**src/logic/axi_monitor_consts.svh**
```systemverilog
// Sizing macros for the AXI4 monitor, included by the package and by every RTL file that needs them
`ifndef AXI_MONITOR_CONSTS_SVH
`define AXI_MONITOR_CONSTS_SVH

// Width of AWADDR and ARADDR
`define AXI_MON_ADDR_WIDTH 32

// Width of WDATA and RDATA, the monitored bus is 64 bits wide
`define AXI_MON_DATA_WIDTH 64

// One strobe lane per data byte
`define AXI_MON_STRB_WIDTH 8

// Width of AWLEN and ARLEN, a burst carries up to 256 beats
`define AXI_MON_LEN_WIDTH 8

// Bursts tracked per direction, beyond this they are ignored
// Must stay a power of two because the queue pointers wrap naturally
`define AXI_MON_MAX_OUTSTANDING 4

// Ten write flags followed by seven read flags
`define AXI_MON_VIOL_WIDTH 17

`endif
```
**src/logic/axi_monitor_pkg.sv**
```systemverilog
// Flag and violation word types shared by the AXI4 monitor checkers, reporter and testbench
`default_nettype none

`include "axi_monitor_consts.svh"

package axi_monitor_pkg;

	// One bit per write side rule, the first field lands in the MSB
	typedef struct packed {
		logic aw_unstable;
		logic aw_valid_dropped;
		logic w_unstable;
		logic w_valid_dropped;
		logic w_last_early;
		logic w_last_missing;
		logic w_without_request;
		logic b_unstable;
		logic b_valid_dropped;
		logic b_without_request;
	} wr_flags_t;

	// One bit per read side rule, same ordering convention
	typedef struct packed {
		logic ar_unstable;
		logic ar_valid_dropped;
		logic r_unstable;
		logic r_valid_dropped;
		logic r_last_early;
		logic r_last_missing;
		logic r_without_request;
	} rd_flags_t;

	// The reported word, seen either as the two flag groups or as a flat vector
	// Write flags occupy the upper ten bits and read flags the lower seven
	typedef union packed {
		struct packed {
			wr_flags_t wr;
			rd_flags_t rd;
		} named;
		logic [`AXI_MON_VIOL_WIDTH-1:0] raw;
	} violation_word_u;

endpackage

`default_nettype wire

```
**src/logic/axi_protocol_monitor.sv**
```systemverilog
// Top of the passive AXI4 monitor, connect every bus signal as input and read the violation outputs
`default_nettype none

`include "axi_monitor_consts.svh"

module axi_protocol_monitor (
	input logic aclk,
	input logic rst,
	input logic [`AXI_MON_ADDR_WIDTH-1:0] awaddr,
	input logic [`AXI_MON_LEN_WIDTH-1:0] awlen,
	input logic [2:0] awsize,
	input logic [1:0] awburst,
	input logic awvalid,
	input logic awready,
	input logic [`AXI_MON_DATA_WIDTH-1:0] wdata,
	input logic [`AXI_MON_STRB_WIDTH-1:0] wstrb,
	input logic wlast,
	input logic wvalid,
	input logic wready,
	input logic [1:0] bresp,
	input logic bvalid,
	input logic bready,
	input logic [`AXI_MON_ADDR_WIDTH-1:0] araddr,
	input logic [`AXI_MON_LEN_WIDTH-1:0] arlen,
	input logic [2:0] arsize,
	input logic [1:0] arburst,
	input logic arvalid,
	input logic arready,
	input logic [`AXI_MON_DATA_WIDTH-1:0] rdata,
	input logic [1:0] rresp,
	input logic rlast,
	input logic rvalid,
	input logic rready,
	output logic violation_valid,
	output logic [`AXI_MON_VIOL_WIDTH-1:0] violation_word,
	output logic [`AXI_MON_VIOL_WIDTH-1:0] violation_sticky,
	output logic [15:0] violation_count
);

	// Flags of the current cycle from each direction
	axi_monitor_pkg::wr_flags_t wr_flags;
	axi_monitor_pkg::rd_flags_t rd_flags;

	// The two directions share nothing and are checked side by side
	axi_write_checker i_wr_check (
		.aclk(aclk), .rst(rst),
		.awaddr(awaddr), .awlen(awlen), .awsize(awsize), .awburst(awburst),
		.awvalid(awvalid), .awready(awready),
		.wdata(wdata), .wstrb(wstrb), .wlast(wlast), .wvalid(wvalid), .wready(wready),
		.bresp(bresp), .bvalid(bvalid), .bready(bready),
		.wr_flags(wr_flags)
	);

	axi_read_checker i_rd_check (
		.aclk(aclk), .rst(rst),
		.araddr(araddr), .arlen(arlen), .arsize(arsize), .arburst(arburst),
		.arvalid(arvalid), .arready(arready),
		.rdata(rdata), .rresp(rresp), .rlast(rlast), .rvalid(rvalid), .rready(rready),
		.rd_flags(rd_flags)
	);

	violation_reporter i_report (
		.aclk(aclk), .rst(rst),
		.wr_flags(wr_flags), .rd_flags(rd_flags),
		.violation_valid(violation_valid), .violation_word(violation_word),
		.violation_sticky(violation_sticky), .violation_count(violation_count)
	);

endmodule

`default_nettype wire

```
**src/logic/violation_reporter.sv**
```systemverilog
// Registers the combined write and read flags as a violation strobe with sticky and count state
`default_nettype none

`include "axi_monitor_consts.svh"

module violation_reporter (
	input logic aclk,
	input logic rst,
	input axi_monitor_pkg::wr_flags_t wr_flags,
	input axi_monitor_pkg::rd_flags_t rd_flags,
	output logic violation_valid,
	output logic [`AXI_MON_VIOL_WIDTH-1:0] violation_word,
	output logic [`AXI_MON_VIOL_WIDTH-1:0] violation_sticky,
	output logic [15:0] violation_count
);

	// Word under construction for the current bus cycle
	axi_monitor_pkg::violation_word_u word_now;
	logic any_now;

	// Fill the word field by field so the bit order follows the flag types
	always_comb begin
		word_now.named.wr = wr_flags;
		word_now.named.rd = rd_flags;
	end

	assign any_now = |word_now.raw;

	// Everything here is registered at the edge that samples the offence
	// Reset also hides any flag raised from stale checker history in that cycle
	always_ff @(posedge aclk) begin
		if (rst) begin
			violation_valid <= 1'b0;
			violation_word <= '0;
			violation_sticky <= '0;
			violation_count <= '0;
		end else begin
			violation_valid <= any_now;
			violation_word <= word_now.raw;
			violation_sticky <= violation_sticky | word_now.raw;
			// Counts cycles with a report, not individual flags, and stops at the top
			if (any_now && (violation_count != 16'hFFFF)) begin
				violation_count <= violation_count + 1'b1;
			end
		end
	end

endmodule

`default_nettype wire

```
**src/logic/axi_read_checker.sv**
```systemverilog
// Checks the AR and R channels for stability, last placement and unrequested read data
`default_nettype none

`include "axi_monitor_consts.svh"

module axi_read_checker (
	input logic aclk,
	input logic rst,
	input logic [`AXI_MON_ADDR_WIDTH-1:0] araddr,
	input logic [`AXI_MON_LEN_WIDTH-1:0] arlen,
	input logic [2:0] arsize,
	input logic [1:0] arburst,
	input logic arvalid,
	input logic arready,
	input logic [`AXI_MON_DATA_WIDTH-1:0] rdata,
	input logic [1:0] rresp,
	input logic rlast,
	input logic rvalid,
	input logic rready,
	output axi_monitor_pkg::rd_flags_t rd_flags
);

	logic [`AXI_MON_ADDR_WIDTH+`AXI_MON_LEN_WIDTH+4:0] ar_payload;
	logic [`AXI_MON_DATA_WIDTH+2:0] r_payload;
	logic ar_unstable;
	logic ar_dropped;
	logic r_unstable;
	logic r_dropped;
	logic r_last_early;
	logic r_last_missing;
	logic r_without_request;

	// Same field set as the write address channel
	assign ar_payload = {araddr, arlen, arsize, arburst};
	// rlast is part of the beat and must hold with the data
	assign r_payload = {rdata, rresp, rlast};

	channel_stability_checker #(.WIDTH($bits(ar_payload))) i_ar_stable (
		.aclk(aclk), .rst(rst), .valid(arvalid), .ready(arready),
		.payload(ar_payload), .unstable(ar_unstable), .dropped(ar_dropped)
	);

	channel_stability_checker #(.WIDTH($bits(r_payload))) i_r_stable (
		.aclk(aclk), .rst(rst), .valid(rvalid), .ready(rready),
		.payload(r_payload), .unstable(r_unstable), .dropped(r_dropped)
	);

	// Read data always answers an accepted AR, so a beat with nothing queued is a fault
	// Read bursts end with the last beat, no response channel needs the completion
	burst_length_tracker i_r_bursts (
		.aclk(aclk), .rst(rst),
		.addr_accept(arvalid && arready), .burst_len(arlen),
		.beat_accept(rvalid && rready), .beat_last(rlast),
		.last_early(r_last_early), .last_missing(r_last_missing),
		.without_request(r_without_request), .burst_done()
	);

	always_comb begin
		rd_flags.ar_unstable = ar_unstable;
		rd_flags.ar_valid_dropped = ar_dropped;
		rd_flags.r_unstable = r_unstable;
		rd_flags.r_valid_dropped = r_dropped;
		rd_flags.r_last_early = r_last_early;
		rd_flags.r_last_missing = r_last_missing;
		rd_flags.r_without_request = r_without_request;
	end

endmodule

`default_nettype wire

```
**src/logic/axi_write_checker.sv**
```systemverilog
// Checks the AW, W and B channels for stability, last placement and response ordering
`default_nettype none

`include "axi_monitor_consts.svh"

module axi_write_checker (
	input logic aclk,
	input logic rst,
	input logic [`AXI_MON_ADDR_WIDTH-1:0] awaddr,
	input logic [`AXI_MON_LEN_WIDTH-1:0] awlen,
	input logic [2:0] awsize,
	input logic [1:0] awburst,
	input logic awvalid,
	input logic awready,
	input logic [`AXI_MON_DATA_WIDTH-1:0] wdata,
	input logic [`AXI_MON_STRB_WIDTH-1:0] wstrb,
	input logic wlast,
	input logic wvalid,
	input logic wready,
	input logic [1:0] bresp,
	input logic bvalid,
	input logic bready,
	output axi_monitor_pkg::wr_flags_t wr_flags
);

	logic [`AXI_MON_ADDR_WIDTH+`AXI_MON_LEN_WIDTH+4:0] aw_payload;
	logic [`AXI_MON_DATA_WIDTH+`AXI_MON_STRB_WIDTH:0] w_payload;
	logic aw_unstable;
	logic aw_dropped;
	logic w_unstable;
	logic w_dropped;
	logic b_unstable;
	logic b_dropped;
	logic w_last_early;
	logic w_last_missing;
	logic w_without_request;
	logic burst_done;
	logic b_hs;
	logic b_take;
	logic done_give;
	// Write bursts whose last beat went through and which still wait for their response
	logic [$clog2(`AXI_MON_MAX_OUTSTANDING):0] done_cnt;

	// Every control field of the address must hold during a stall, not just the address
	assign aw_payload = {awaddr, awlen, awsize, awburst};
	assign w_payload = {wdata, wstrb, wlast};

	channel_stability_checker #(.WIDTH($bits(aw_payload))) i_aw_stable (
		.aclk(aclk), .rst(rst), .valid(awvalid), .ready(awready),
		.payload(aw_payload), .unstable(aw_unstable), .dropped(aw_dropped)
	);

	channel_stability_checker #(.WIDTH($bits(w_payload))) i_w_stable (
		.aclk(aclk), .rst(rst), .valid(wvalid), .ready(wready),
		.payload(w_payload), .unstable(w_unstable), .dropped(w_dropped)
	);

	channel_stability_checker #(.WIDTH(2)) i_b_stable (
		.aclk(aclk), .rst(rst), .valid(bvalid), .ready(bready),
		.payload(bresp), .unstable(b_unstable), .dropped(b_dropped)
	);

	// Address is expected ahead of its data, so AW handshakes fill the length queue
	burst_length_tracker i_w_bursts (
		.aclk(aclk), .rst(rst),
		.addr_accept(awvalid && awready), .burst_len(awlen),
		.beat_accept(wvalid && wready), .beat_last(wlast),
		.last_early(w_last_early), .last_missing(w_last_missing),
		.without_request(w_without_request), .burst_done(burst_done)
	);

	assign b_hs = bvalid && bready;
	// A response consumes one completed burst if there is one
	assign b_take = b_hs && (done_cnt != 0);
	// Completions past the tracked depth are dropped unless a response frees a slot
	assign done_give = burst_done && ((done_cnt != `AXI_MON_MAX_OUTSTANDING) || b_take);

	always_ff @(posedge aclk) begin
		if (rst) begin
			done_cnt <= '0;
		end else begin
			case ({done_give, b_take})
				2'b10: done_cnt <= done_cnt + 1'b1;
				2'b01: done_cnt <= done_cnt - 1'b1;
				default: done_cnt <= done_cnt;
			endcase
		end
	end

	always_comb begin
		wr_flags.aw_unstable = aw_unstable;
		wr_flags.aw_valid_dropped = aw_dropped;
		wr_flags.w_unstable = w_unstable;
		wr_flags.w_valid_dropped = w_dropped;
		wr_flags.w_last_early = w_last_early;
		wr_flags.w_last_missing = w_last_missing;
		wr_flags.w_without_request = w_without_request;
		wr_flags.b_unstable = b_unstable;
		wr_flags.b_valid_dropped = b_dropped;
		// Response with no finished burst behind it, judged on the count before this edge
		wr_flags.b_without_request = b_hs && (done_cnt == 0);
	end

endmodule

`default_nettype wire

```
**src/logic/burst_length_tracker.sv**
```systemverilog
// Queues accepted burst lengths and checks where the last flag falls on the data beats of a channel
`default_nettype none

`include "axi_monitor_consts.svh"

module burst_length_tracker (
	input logic aclk,
	input logic rst,
	input logic addr_accept,
	input logic [`AXI_MON_LEN_WIDTH-1:0] burst_len,
	input logic beat_accept,
	input logic beat_last,
	output logic last_early,
	output logic last_missing,
	output logic without_request,
	output logic burst_done
);

	// Lengths of accepted but unfinished bursts, oldest at rd_ptr
	logic [`AXI_MON_LEN_WIDTH-1:0] len_q [`AXI_MON_MAX_OUTSTANDING];
	logic [$clog2(`AXI_MON_MAX_OUTSTANDING)-1:0] wr_ptr;
	logic [$clog2(`AXI_MON_MAX_OUTSTANDING)-1:0] rd_ptr;
	// Number of queued bursts, one bit wider than the pointers to reach the full depth
	logic [$clog2(`AXI_MON_MAX_OUTSTANDING):0] used;
	// Beats already accepted for the head burst
	logic [`AXI_MON_LEN_WIDTH-1:0] beat_cnt;
	logic empty;
	logic full;
	logic final_beat;
	logic push;
	logic pop;

	assign empty = (used == 0);
	assign full = (used == `AXI_MON_MAX_OUTSTANDING);

	// AXLEN counts beats minus one, so the last beat index equals the length field
	assign final_beat = (beat_cnt == len_q[rd_ptr]);

	// The head burst retires on its final beat or on an early last, whichever comes first
	assign pop = beat_accept && !empty && (final_beat || beat_last);

	// A full queue still takes a new burst if one retires in the same cycle
	assign push = addr_accept && (!full || pop);

	assign last_missing = beat_accept && !empty && final_beat && !beat_last;
	assign last_early = beat_accept && !empty && !final_beat && beat_last;
	assign without_request = beat_accept && empty;
	assign burst_done = pop;

	always_ff @(posedge aclk) begin
		if (rst) begin
			wr_ptr <= '0;
			rd_ptr <= '0;
			used <= '0;
			beat_cnt <= '0;
		end else begin
			if (push) begin
				wr_ptr <= wr_ptr + 1'b1;
			end
			// Counting restarts for the next burst in the queue
			if (pop) begin
				rd_ptr <= rd_ptr + 1'b1;
				beat_cnt <= '0;
			end else if (beat_accept && !empty) begin
				beat_cnt <= beat_cnt + 1'b1;
			end
			case ({push, pop})
				2'b10: used <= used + 1'b1;
				2'b01: used <= used - 1'b1;
				default: used <= used;
			endcase
		end
	end

	// Length storage needs no reset, entries are only read once counted in used
	always_ff @(posedge aclk) begin
		if (push) begin
			len_q[wr_ptr] <= burst_len;
		end
	end

endmodule

`default_nettype wire

```
**src/logic/channel_stability_checker.sv**
```systemverilog
// Watches one valid/ready channel and flags payload changes or a dropped valid during a stall
`default_nettype none

module channel_stability_checker #(
	parameter int WIDTH = 8
) (
	input logic aclk,
	input logic rst,
	input logic valid,
	input logic ready,
	input logic [WIDTH-1:0] payload,
	output logic unstable,
	output logic dropped
);

	// Set when the previous edge sampled valid high with ready low
	logic stall_q;
	// Payload as it was at that stalled edge
	logic [WIDTH-1:0] payload_q;

	// A handshake or a falling valid ends the stall, so the flag simply follows the stall term
	always_ff @(posedge aclk) begin
		if (rst) begin
			stall_q <= 1'b0;
		end else begin
			stall_q <= valid && !ready;
		end
	end

	// The copy only matters while stall_q is set
	always_ff @(posedge aclk) begin
		if (valid && !ready) begin
			payload_q <= payload;
		end
	end

	// Still valid after a stall, the payload must match what was offered
	assign unstable = stall_q && valid && (payload != payload_q);

	// Valid must hold until the transfer completes
	assign dropped = stall_q && !valid;

endmodule

`default_nettype wire

```
**config.mk**
```make
export PLATFORM = sky130hd
export DESIGN_NAME = axi_protocol_monitor
export DESIGN_NICKNAME = d
export VERILOG_FILES = /design/src/logic/axi_monitor_pkg.sv /design/src/logic/axi_protocol_monitor.sv /design/src/logic/violation_reporter.sv /design/src/logic/axi_read_checker.sv /design/src/logic/axi_write_checker.sv /design/src/logic/burst_length_tracker.sv /design/src/logic/channel_stability_checker.sv
export VERILOG_INCLUDE_DIRS = /design/src /design/src/logic
export SDC_FILE = /design/constraint.sdc
export NUM_CORES = 1
export LEC_CHECK = 0
export BUFFER_PORTS_ARGS = -buffer_cell sky130_fd_sc_hd__buf_4
export CAP_MARGIN = 20
export CORE_ASPECT_RATIO = 1.4
export CORE_MARGIN = 2
export CORE_UTILIZATION = 38
export CTS_CLUSTER_SIZE = 20
export DETAILED_ROUTE_END_ITERATION = 8
export SYNTH_ARGS = -nofsm -noshare
export SYNTH_HDL_FRONTEND = slang
export SYNTH_SLANG_ARGS = --single-unit
```
**constraint.sdc**
```tcl
create_clock -name aclk -period 4.9 [get_ports aclk]
set_input_delay 0.49 -clock aclk [delete_from_list [all_inputs] [get_ports aclk]]
set_output_delay 0.49 -clock aclk [all_outputs]
set_load 0.05 [all_outputs]
```
; Word level (Yosys, flattened, before mapping)
; Memories as Yosys holds them, arrays and structs flattened. A register that Yosys moved wholly into a read port is not among the register bits.
; Index checks and enable logic that the tools add are counted.
[totals]
elab_cells = 145
output_inout_bits = 51
ram_bits = 64
inputBits = 244
n_memories = 2
register_bits = 321
[memory_table]
columns = name, depth, word_bits, read_ports, rd_clocked_by_memory_dff, write_ports, line_no
row1 = i_rd_check.i_r_bursts.len_q, 4, 8, 1, 1, 1, burst_length_tracker.sv:20  ; logic [`AXI_MON_LEN_WIDTH-1:0] len_q [`AXI_MON_MAX_OUTSTANDING];
row2 = i_wr_check.i_w_bursts.len_q, 4, 8, 1, 1, 1, burst_length_tracker.sv:20
[classes]
bitwise = 1
n_eq_ne = 17
n_addsub = 13
n_reduce_logical = 78
muxes = 11
[op_table]
columns = cell, count
row1 = $ne 45x45->1, 2
row2 = $ne 73x73->1, 1
row3 = $ne 67x67->1, 1
row4 = $logic_and 1x1->1, 45
row5 = $logic_not 1->1, 18
row6 = $pmux 3 s2, 3
row7 = $or 17x17->17, 1
row8 = $reduce_or 17->1, 1
row9 = $add 16x1->16 const B, 1
row10 = $add 8x1->8 const B, 2
row11 = $eq 8x8->1, 2
row12 = $ne 16x16->1 const B, 1
row13 = $add 3x1->3 const B, 3
row14 = $logic_not 3->1, 3
row15 = $sub 3x1->3 const B, 3
row16 = $add 2x1->2 const B, 4
row17 = $mux 2, 4
row18 = $eq 2x1->1 const B, 3
row19 = $eq 2x2->1 const B, 3
row20 = $eq 3x3->1 const B, 2
row21 = $reduce_bool 2->1, 3
row22 = $logic_or 1x1->1, 5
row23 = $mux 1, 4
row24 = $reduce_or 2->1, 2
row25 = other kinds (3), 3

; Depth between registers and ports, before layout
[depth]
depth_word = 8
mapped_depth = 14

; Cells and area by module
; From an unflattened synthesis, not the netlist that was laid out.
[unflattened]
hier_cells = 1140
hier_area_um2 = 16414.5
[modules_own_cells]
columns = mod, cells_per_inst, seq_area_each_um2, n_inst, area_each_um2
row1 = burst_length_tracker, 163, 1301.2, 2, 2230.9
row2 = channel_stability_checker at i_rd_check.i_ar_stable ..., 111, 1371.3, 2, 1884.3
row3 = channel_stability_checker at i_wr_check.i_w_stable, 181, 2212.1, 1, 3044.2
row4 = channel_stability_checker at i_rd_check.i_r_stable, 162, 2031.9, 1, 2795.2
row5 = violation_reporter, 193, 1021.0, 1, 1836.8
row6 = axi_write_checker, 37, 60.1, 1, 306.5
row7 = channel_stability_checker at i_wr_check.i_b_stable, 10, 80.1, 1, 136.4
row8 = axi_read_checker, 9, 0.0, 1, 65.1

; Worst setup path before layout
; No wires, ideal clock.
[synth_timing]
path_kind = input to register
startpoint = in wready
endpoint = reg i_wr_check.i_w_stable.payload_q[0], enable pin
stages = 1
path_slack_ns = 0.616
arrival_time_ns = 3.768
path_buffers = 0
cell_sequence = nor2b_1
[synth_via]
elab_chain_len = 2
[synth_lines]
columns = element, line_no
row1 = from (decl), axi_protocol_monitor.sv:19  ; input logic wready,
row2 = $logic_not 1->1, channel_stability_checker.sv:32  ; if (valid && !ready) begin
row3 = $logic_and 1x1->1, channel_stability_checker.sv:32
row4 = to (signal assigned), channel_stability_checker.sv:33  ; payload_q <= payload;
row5 = to (decl), channel_stability_checker.sv:19  ; logic [WIDTH-1:0] payload_q;
; Every way passes these cells.
; A chain may end at the register's enable or synchronous reset.

==> impl_metrics.env <==
export IMPL_grt_busiest_layer="met2"
export IMPL_critPathLaunchType="register"
export IMPL_regArea_um2=10800
export IMPL_portBuffers=294
export IMPL_synth_fa_ha_area_share_pct=1.24
export IMPL_max_slew_margin_pct=36.1
export IMPL_initial_utilization_pct=38.5
export IMPL_drive_gt1_share_pct=27.0
export IMPL_setup_violations=0
export IMPL_syn_nets=1354
export IMPL_met2_usage_pct=26.4
export IMPL_path_clk_slew_ns=0.06
export IMPL_vias=9356
export IMPL_synthesis_area_um2=15900
export IMPL_die_area_um2=43500
export IMPL_worstSetupPathType="register to register"
export IMPL_hold_end="i_wr_check.i_aw_stable.payload_q[21]"
export IMPL_numCtsBuffers=40
export IMPL_switchingPower_w=0.00171
export IMPL_peakVddDrop_mv=0.434
export IMPL_multi_input_area_um2=4990
export IMPL_synth_avg_cell_area_um2=14.5
export IMPL_grt_max_degree=87
export IMPL_n_fill_cell=3635
export IMPL_wl_per_cell_um=16.8
export IMPL_io_pins=295
export IMPL_clock_fmax_ghz=0.281
export IMPL_use_met1_pct=18.9
export IMPL_required_ns=5.32
export IMPL_rsz0062_at_grt="no"
export IMPL_postLayoutCoreUtil_pct=48.8
export IMPL_whs_path_depth=1
export IMPL_cts_htree_levels=2
export IMPL_cts_tree="done"
export IMPL_grt_overflow_total=0
export IMPL_leakagePower_nw=7.19
export IMPL_synth_compound_gate_area_share_pct=2.78
export IMPL_dp_hpwl_um=24900
export IMPL_pwr_share_comb_pct=9.3
export IMPL_drt_initial_drc_count=536
export IMPL_synth_top_area_share_pct=55.9
export IMPL_fin_crit_sh_pct=72.7
export IMPL_synthDistinctLibCells=52
export IMPL_critPathCaptureType="register"
export IMPL_syn_inst=1096
export IMPL_grt_pass1_vias=9676
export IMPL_synth_top_family_by_area="XOR/XNOR gates"
export IMPL_drt_wl_total_um=33500
export IMPL_track_usage_pct=15.3
export IMPL_seqPwrFrac_pct=49.9
export IMPL_place_gp_congestion=0.774
export IMPL_tns_ns=0
export IMPL_min_from="awaddr[8]"
export IMPL_hold_buffers=0
export IMPL_synth_edff_count=296
export IMPL_status="finished, final reports clean"
export IMPL_power_frac_clock_pct=40.8
export IMPL_use_met3_pct=3.18
export IMPL_fin_crit_ns=3.56
export IMPL_maxSlewViolCount=0
export IMPL_r2r_cells=9
export IMPL_area_growth_syn_to_layout_pct=26.8
export IMPL_internal_power_w=0.00596
export IMPL_synth_most_common_cell="edfxtp_1"
export IMPL_clock_skew_ns=0.0184
export IMPL_synth_async_reset_ratio_pct=0
export IMPL_hold_ws_ns=0.138
export IMPL_cts_resized=0
export IMPL_via_per_inst=4.69
export IMPL_yosys_warnings=0
export IMPL_clkSinkCount=389
export IMPL_drc=0
export IMPL_cts_max_path_buffers=3
export IMPL_worstSkewPairLatency_ns=0.54
export IMPL_crit_chain="mux4_2 > xnor2_1 > nand4_1 > nor2_2 > xor2_1 > nand2_1 > a21oi_2 > nor3b_1 > mux2_2"
export IMPL_die_y_um=246
export IMPL_synthXorXnorAreaFrac_pct=14.9
export IMPL_antenna_left=0
export IMPL_worstHoldPathType="input port to register"
export IMPL_cp_arrival_ns=3.98
export IMPL_ys_top_cells_by_count="edfxtp_1, xnor2_1, dfxtp_1"
export IMPL_slowest_stage="a21oi_2"
export IMPL_regToRegSetupSlack_ns=1.34
export IMPL_maxCapViolCount=0
export IMPL_fp_row_count=88
export IMPL_root_buffer="clkbuf_16"
export IMPL_insertedDiodeCount=0
export IMPL_synthMuxAreaShare_pct=2.80
export IMPL_dr_pass1_iters=4
export IMPL_num_nets_final=1679
export IMPL_postCtsSetupBuffers=0
export IMPL_synth_seq_cells=389
export IMPL_core_um2=41300
export IMPL_p_per_area_nw_per_um2=381
export IMPL_synth_area_leaders="edfxtp_1, dfxtp_1, xnor2_1, xor2_1, mux4_2"
export IMPL_worstPathMaxFanout=16
export IMPL_swShare_pct=22.3
export IMPL_grt_first_pass_wirelength_um=51800
export IMPL_hold_viol=0
export IMPL_synthSimpleGateAreaFrac_pct=9.44
export IMPL_yosysTopAreaCell="edfxtp_1"
export IMPL_max_stage_delay_ns=0.65
export IMPL_synth_ff_type="edfxtp_1"
export IMPL_r2r_end="i_report.violation_count[8]"
export IMPL_worst_slew_pin_slew_ns=0.959
export IMPL_antenna_found_initial=0
export IMPL_die_w_um=177
export IMPL_ys_seq_area_share_pct=67.6
==> logic make-up after synthesis <==
kind of cell	Yosys count
and+or+nand+nor	286
xor gates and xnor gates	271
adders and majority gates	14
DFF	389
muxes	24
AOI/OAI and AO/OA	64
buffers and inverters	48
==> how the worst max path moves through the flow <==
stage | from | endpoint | cells past startpoint
2_1_floorplan | wready | i_wr_check.i_w_stable.payload_q[0] | 1
3_3_place_gp | wstrb[1] | i_report.violation_count[4] | 10
3_5_place_dp | register | i_report.violation_count[8] | 9
4_1_cts | register | i_report.violation_count[8] | 9
5_1_grt | register | i_report.violation_count[8] | 9
6_report | register | i_report.violation_count[8] | 9
==> power by group through the flow <==
stage	combinational, W	sequential (W)	clock [W]
2_1_floorplan	0.000361	0.00394	0
3_3_place_gp	0.000710	0.00389	0
3_5_place_dp	0.000727	0.00390	0
4_1_cts	0.000730	0.00383	0.00323
5_1_grt	0.000790	0.00384	0.00336
6_report	0.000716	0.00383	0.00313
==> sequential cells by signal, indices dropped and copies added (netlist names), 3 cells and up, named ones only <==
name and flops:
i_report.violation_sticky 17, i_wr_check.i_w_bursts.used 3, i_wr_check.i_w_stable.payload_q 73, i_wr_check.done_cnt 3
i_rd_check.i_r_stable.payload_q 67, i_rd_check.i_ar_stable.payload_q 45, i_rd_check.i_r_bursts.len_q 32, i_report.violation_count 16
i_wr_check.i_w_bursts.len_q 32, i_wr_check.i_w_bursts.beat_cnt 8, i_wr_check.i_aw_stable.payload_q 45, i_rd_check.i_r_bursts.used 3
i_rd_check.i_r_bursts.beat_cnt 8, i_report.violation_word 17
==> cells in the final DEF, fill, tap and decap left out, types with 9 or more instances in the layout <==
| master | instances |
|---|---|
| nor2_1 | 87 |
| xor2_1 | 90 |
| nor2b_1 | 23 |
| buf_4 | 299 |
| nand4_1 | 51 |
| nand3_1 | 13 |
| mux4_2 | 16 |
| clkbuf_16 | 41 |
| and2_1 | 9 |
| nand2b_1 | 11 |
| xnor2_1 | 181 |
| nand2_1 | 32 |
| inv_1 | 31 |
| nor4_1 | 31 |
| ha_1 | 11 |
| clkinv_1 | 12 |
| dfxtp_1 | 93 |
| a21oi_1 | 29 |
| edfxtp_1 | 296 |
==> area by class of cell <==
class / instances / area share, %
Sequential cell: 389 / 53.4
Clock inverter: 29 / 1.47
Inverter: 31 / 0.577
Multi-Input combinational cell: 659 / 24.8
Tap cell: 540 / 3.35
Clock buffer: 45 / 5.22
Timing Repair Buffer: 300 / 11.3
==> metrics by stage <==
step           power, W  instances  cell area (um2)  setup slack [ns]
6_report        0.00767       1993            20100              1.34
5_1_grt         0.00800       1993            20100             0.966
4_1_cts         0.00779       1993            20100              1.27
3_5_place_dp    0.00462       1919            18800              1.28
3_3_place_gp    0.00460       1918            18800              1.32
2_1_floorplan   0.00430       1096            15900             0.616
==> per-layer routing <==
metal	up-vias	share of wire, %
met3	48	5.5
met1	4449	42
met2	239	50
met4	0	2.4
li1	4620	-
met5	-	0
==> critical path: cells and delay by family (launching register included) <==
kind,cells,cell delay (ns)
flops,1,0.62
mux,2,0.92
compound gates,1,0.65
simple gates,4,0.90
xor+xnor,2,0.35
Note: power is estimated with default switching activity, not from simulation.
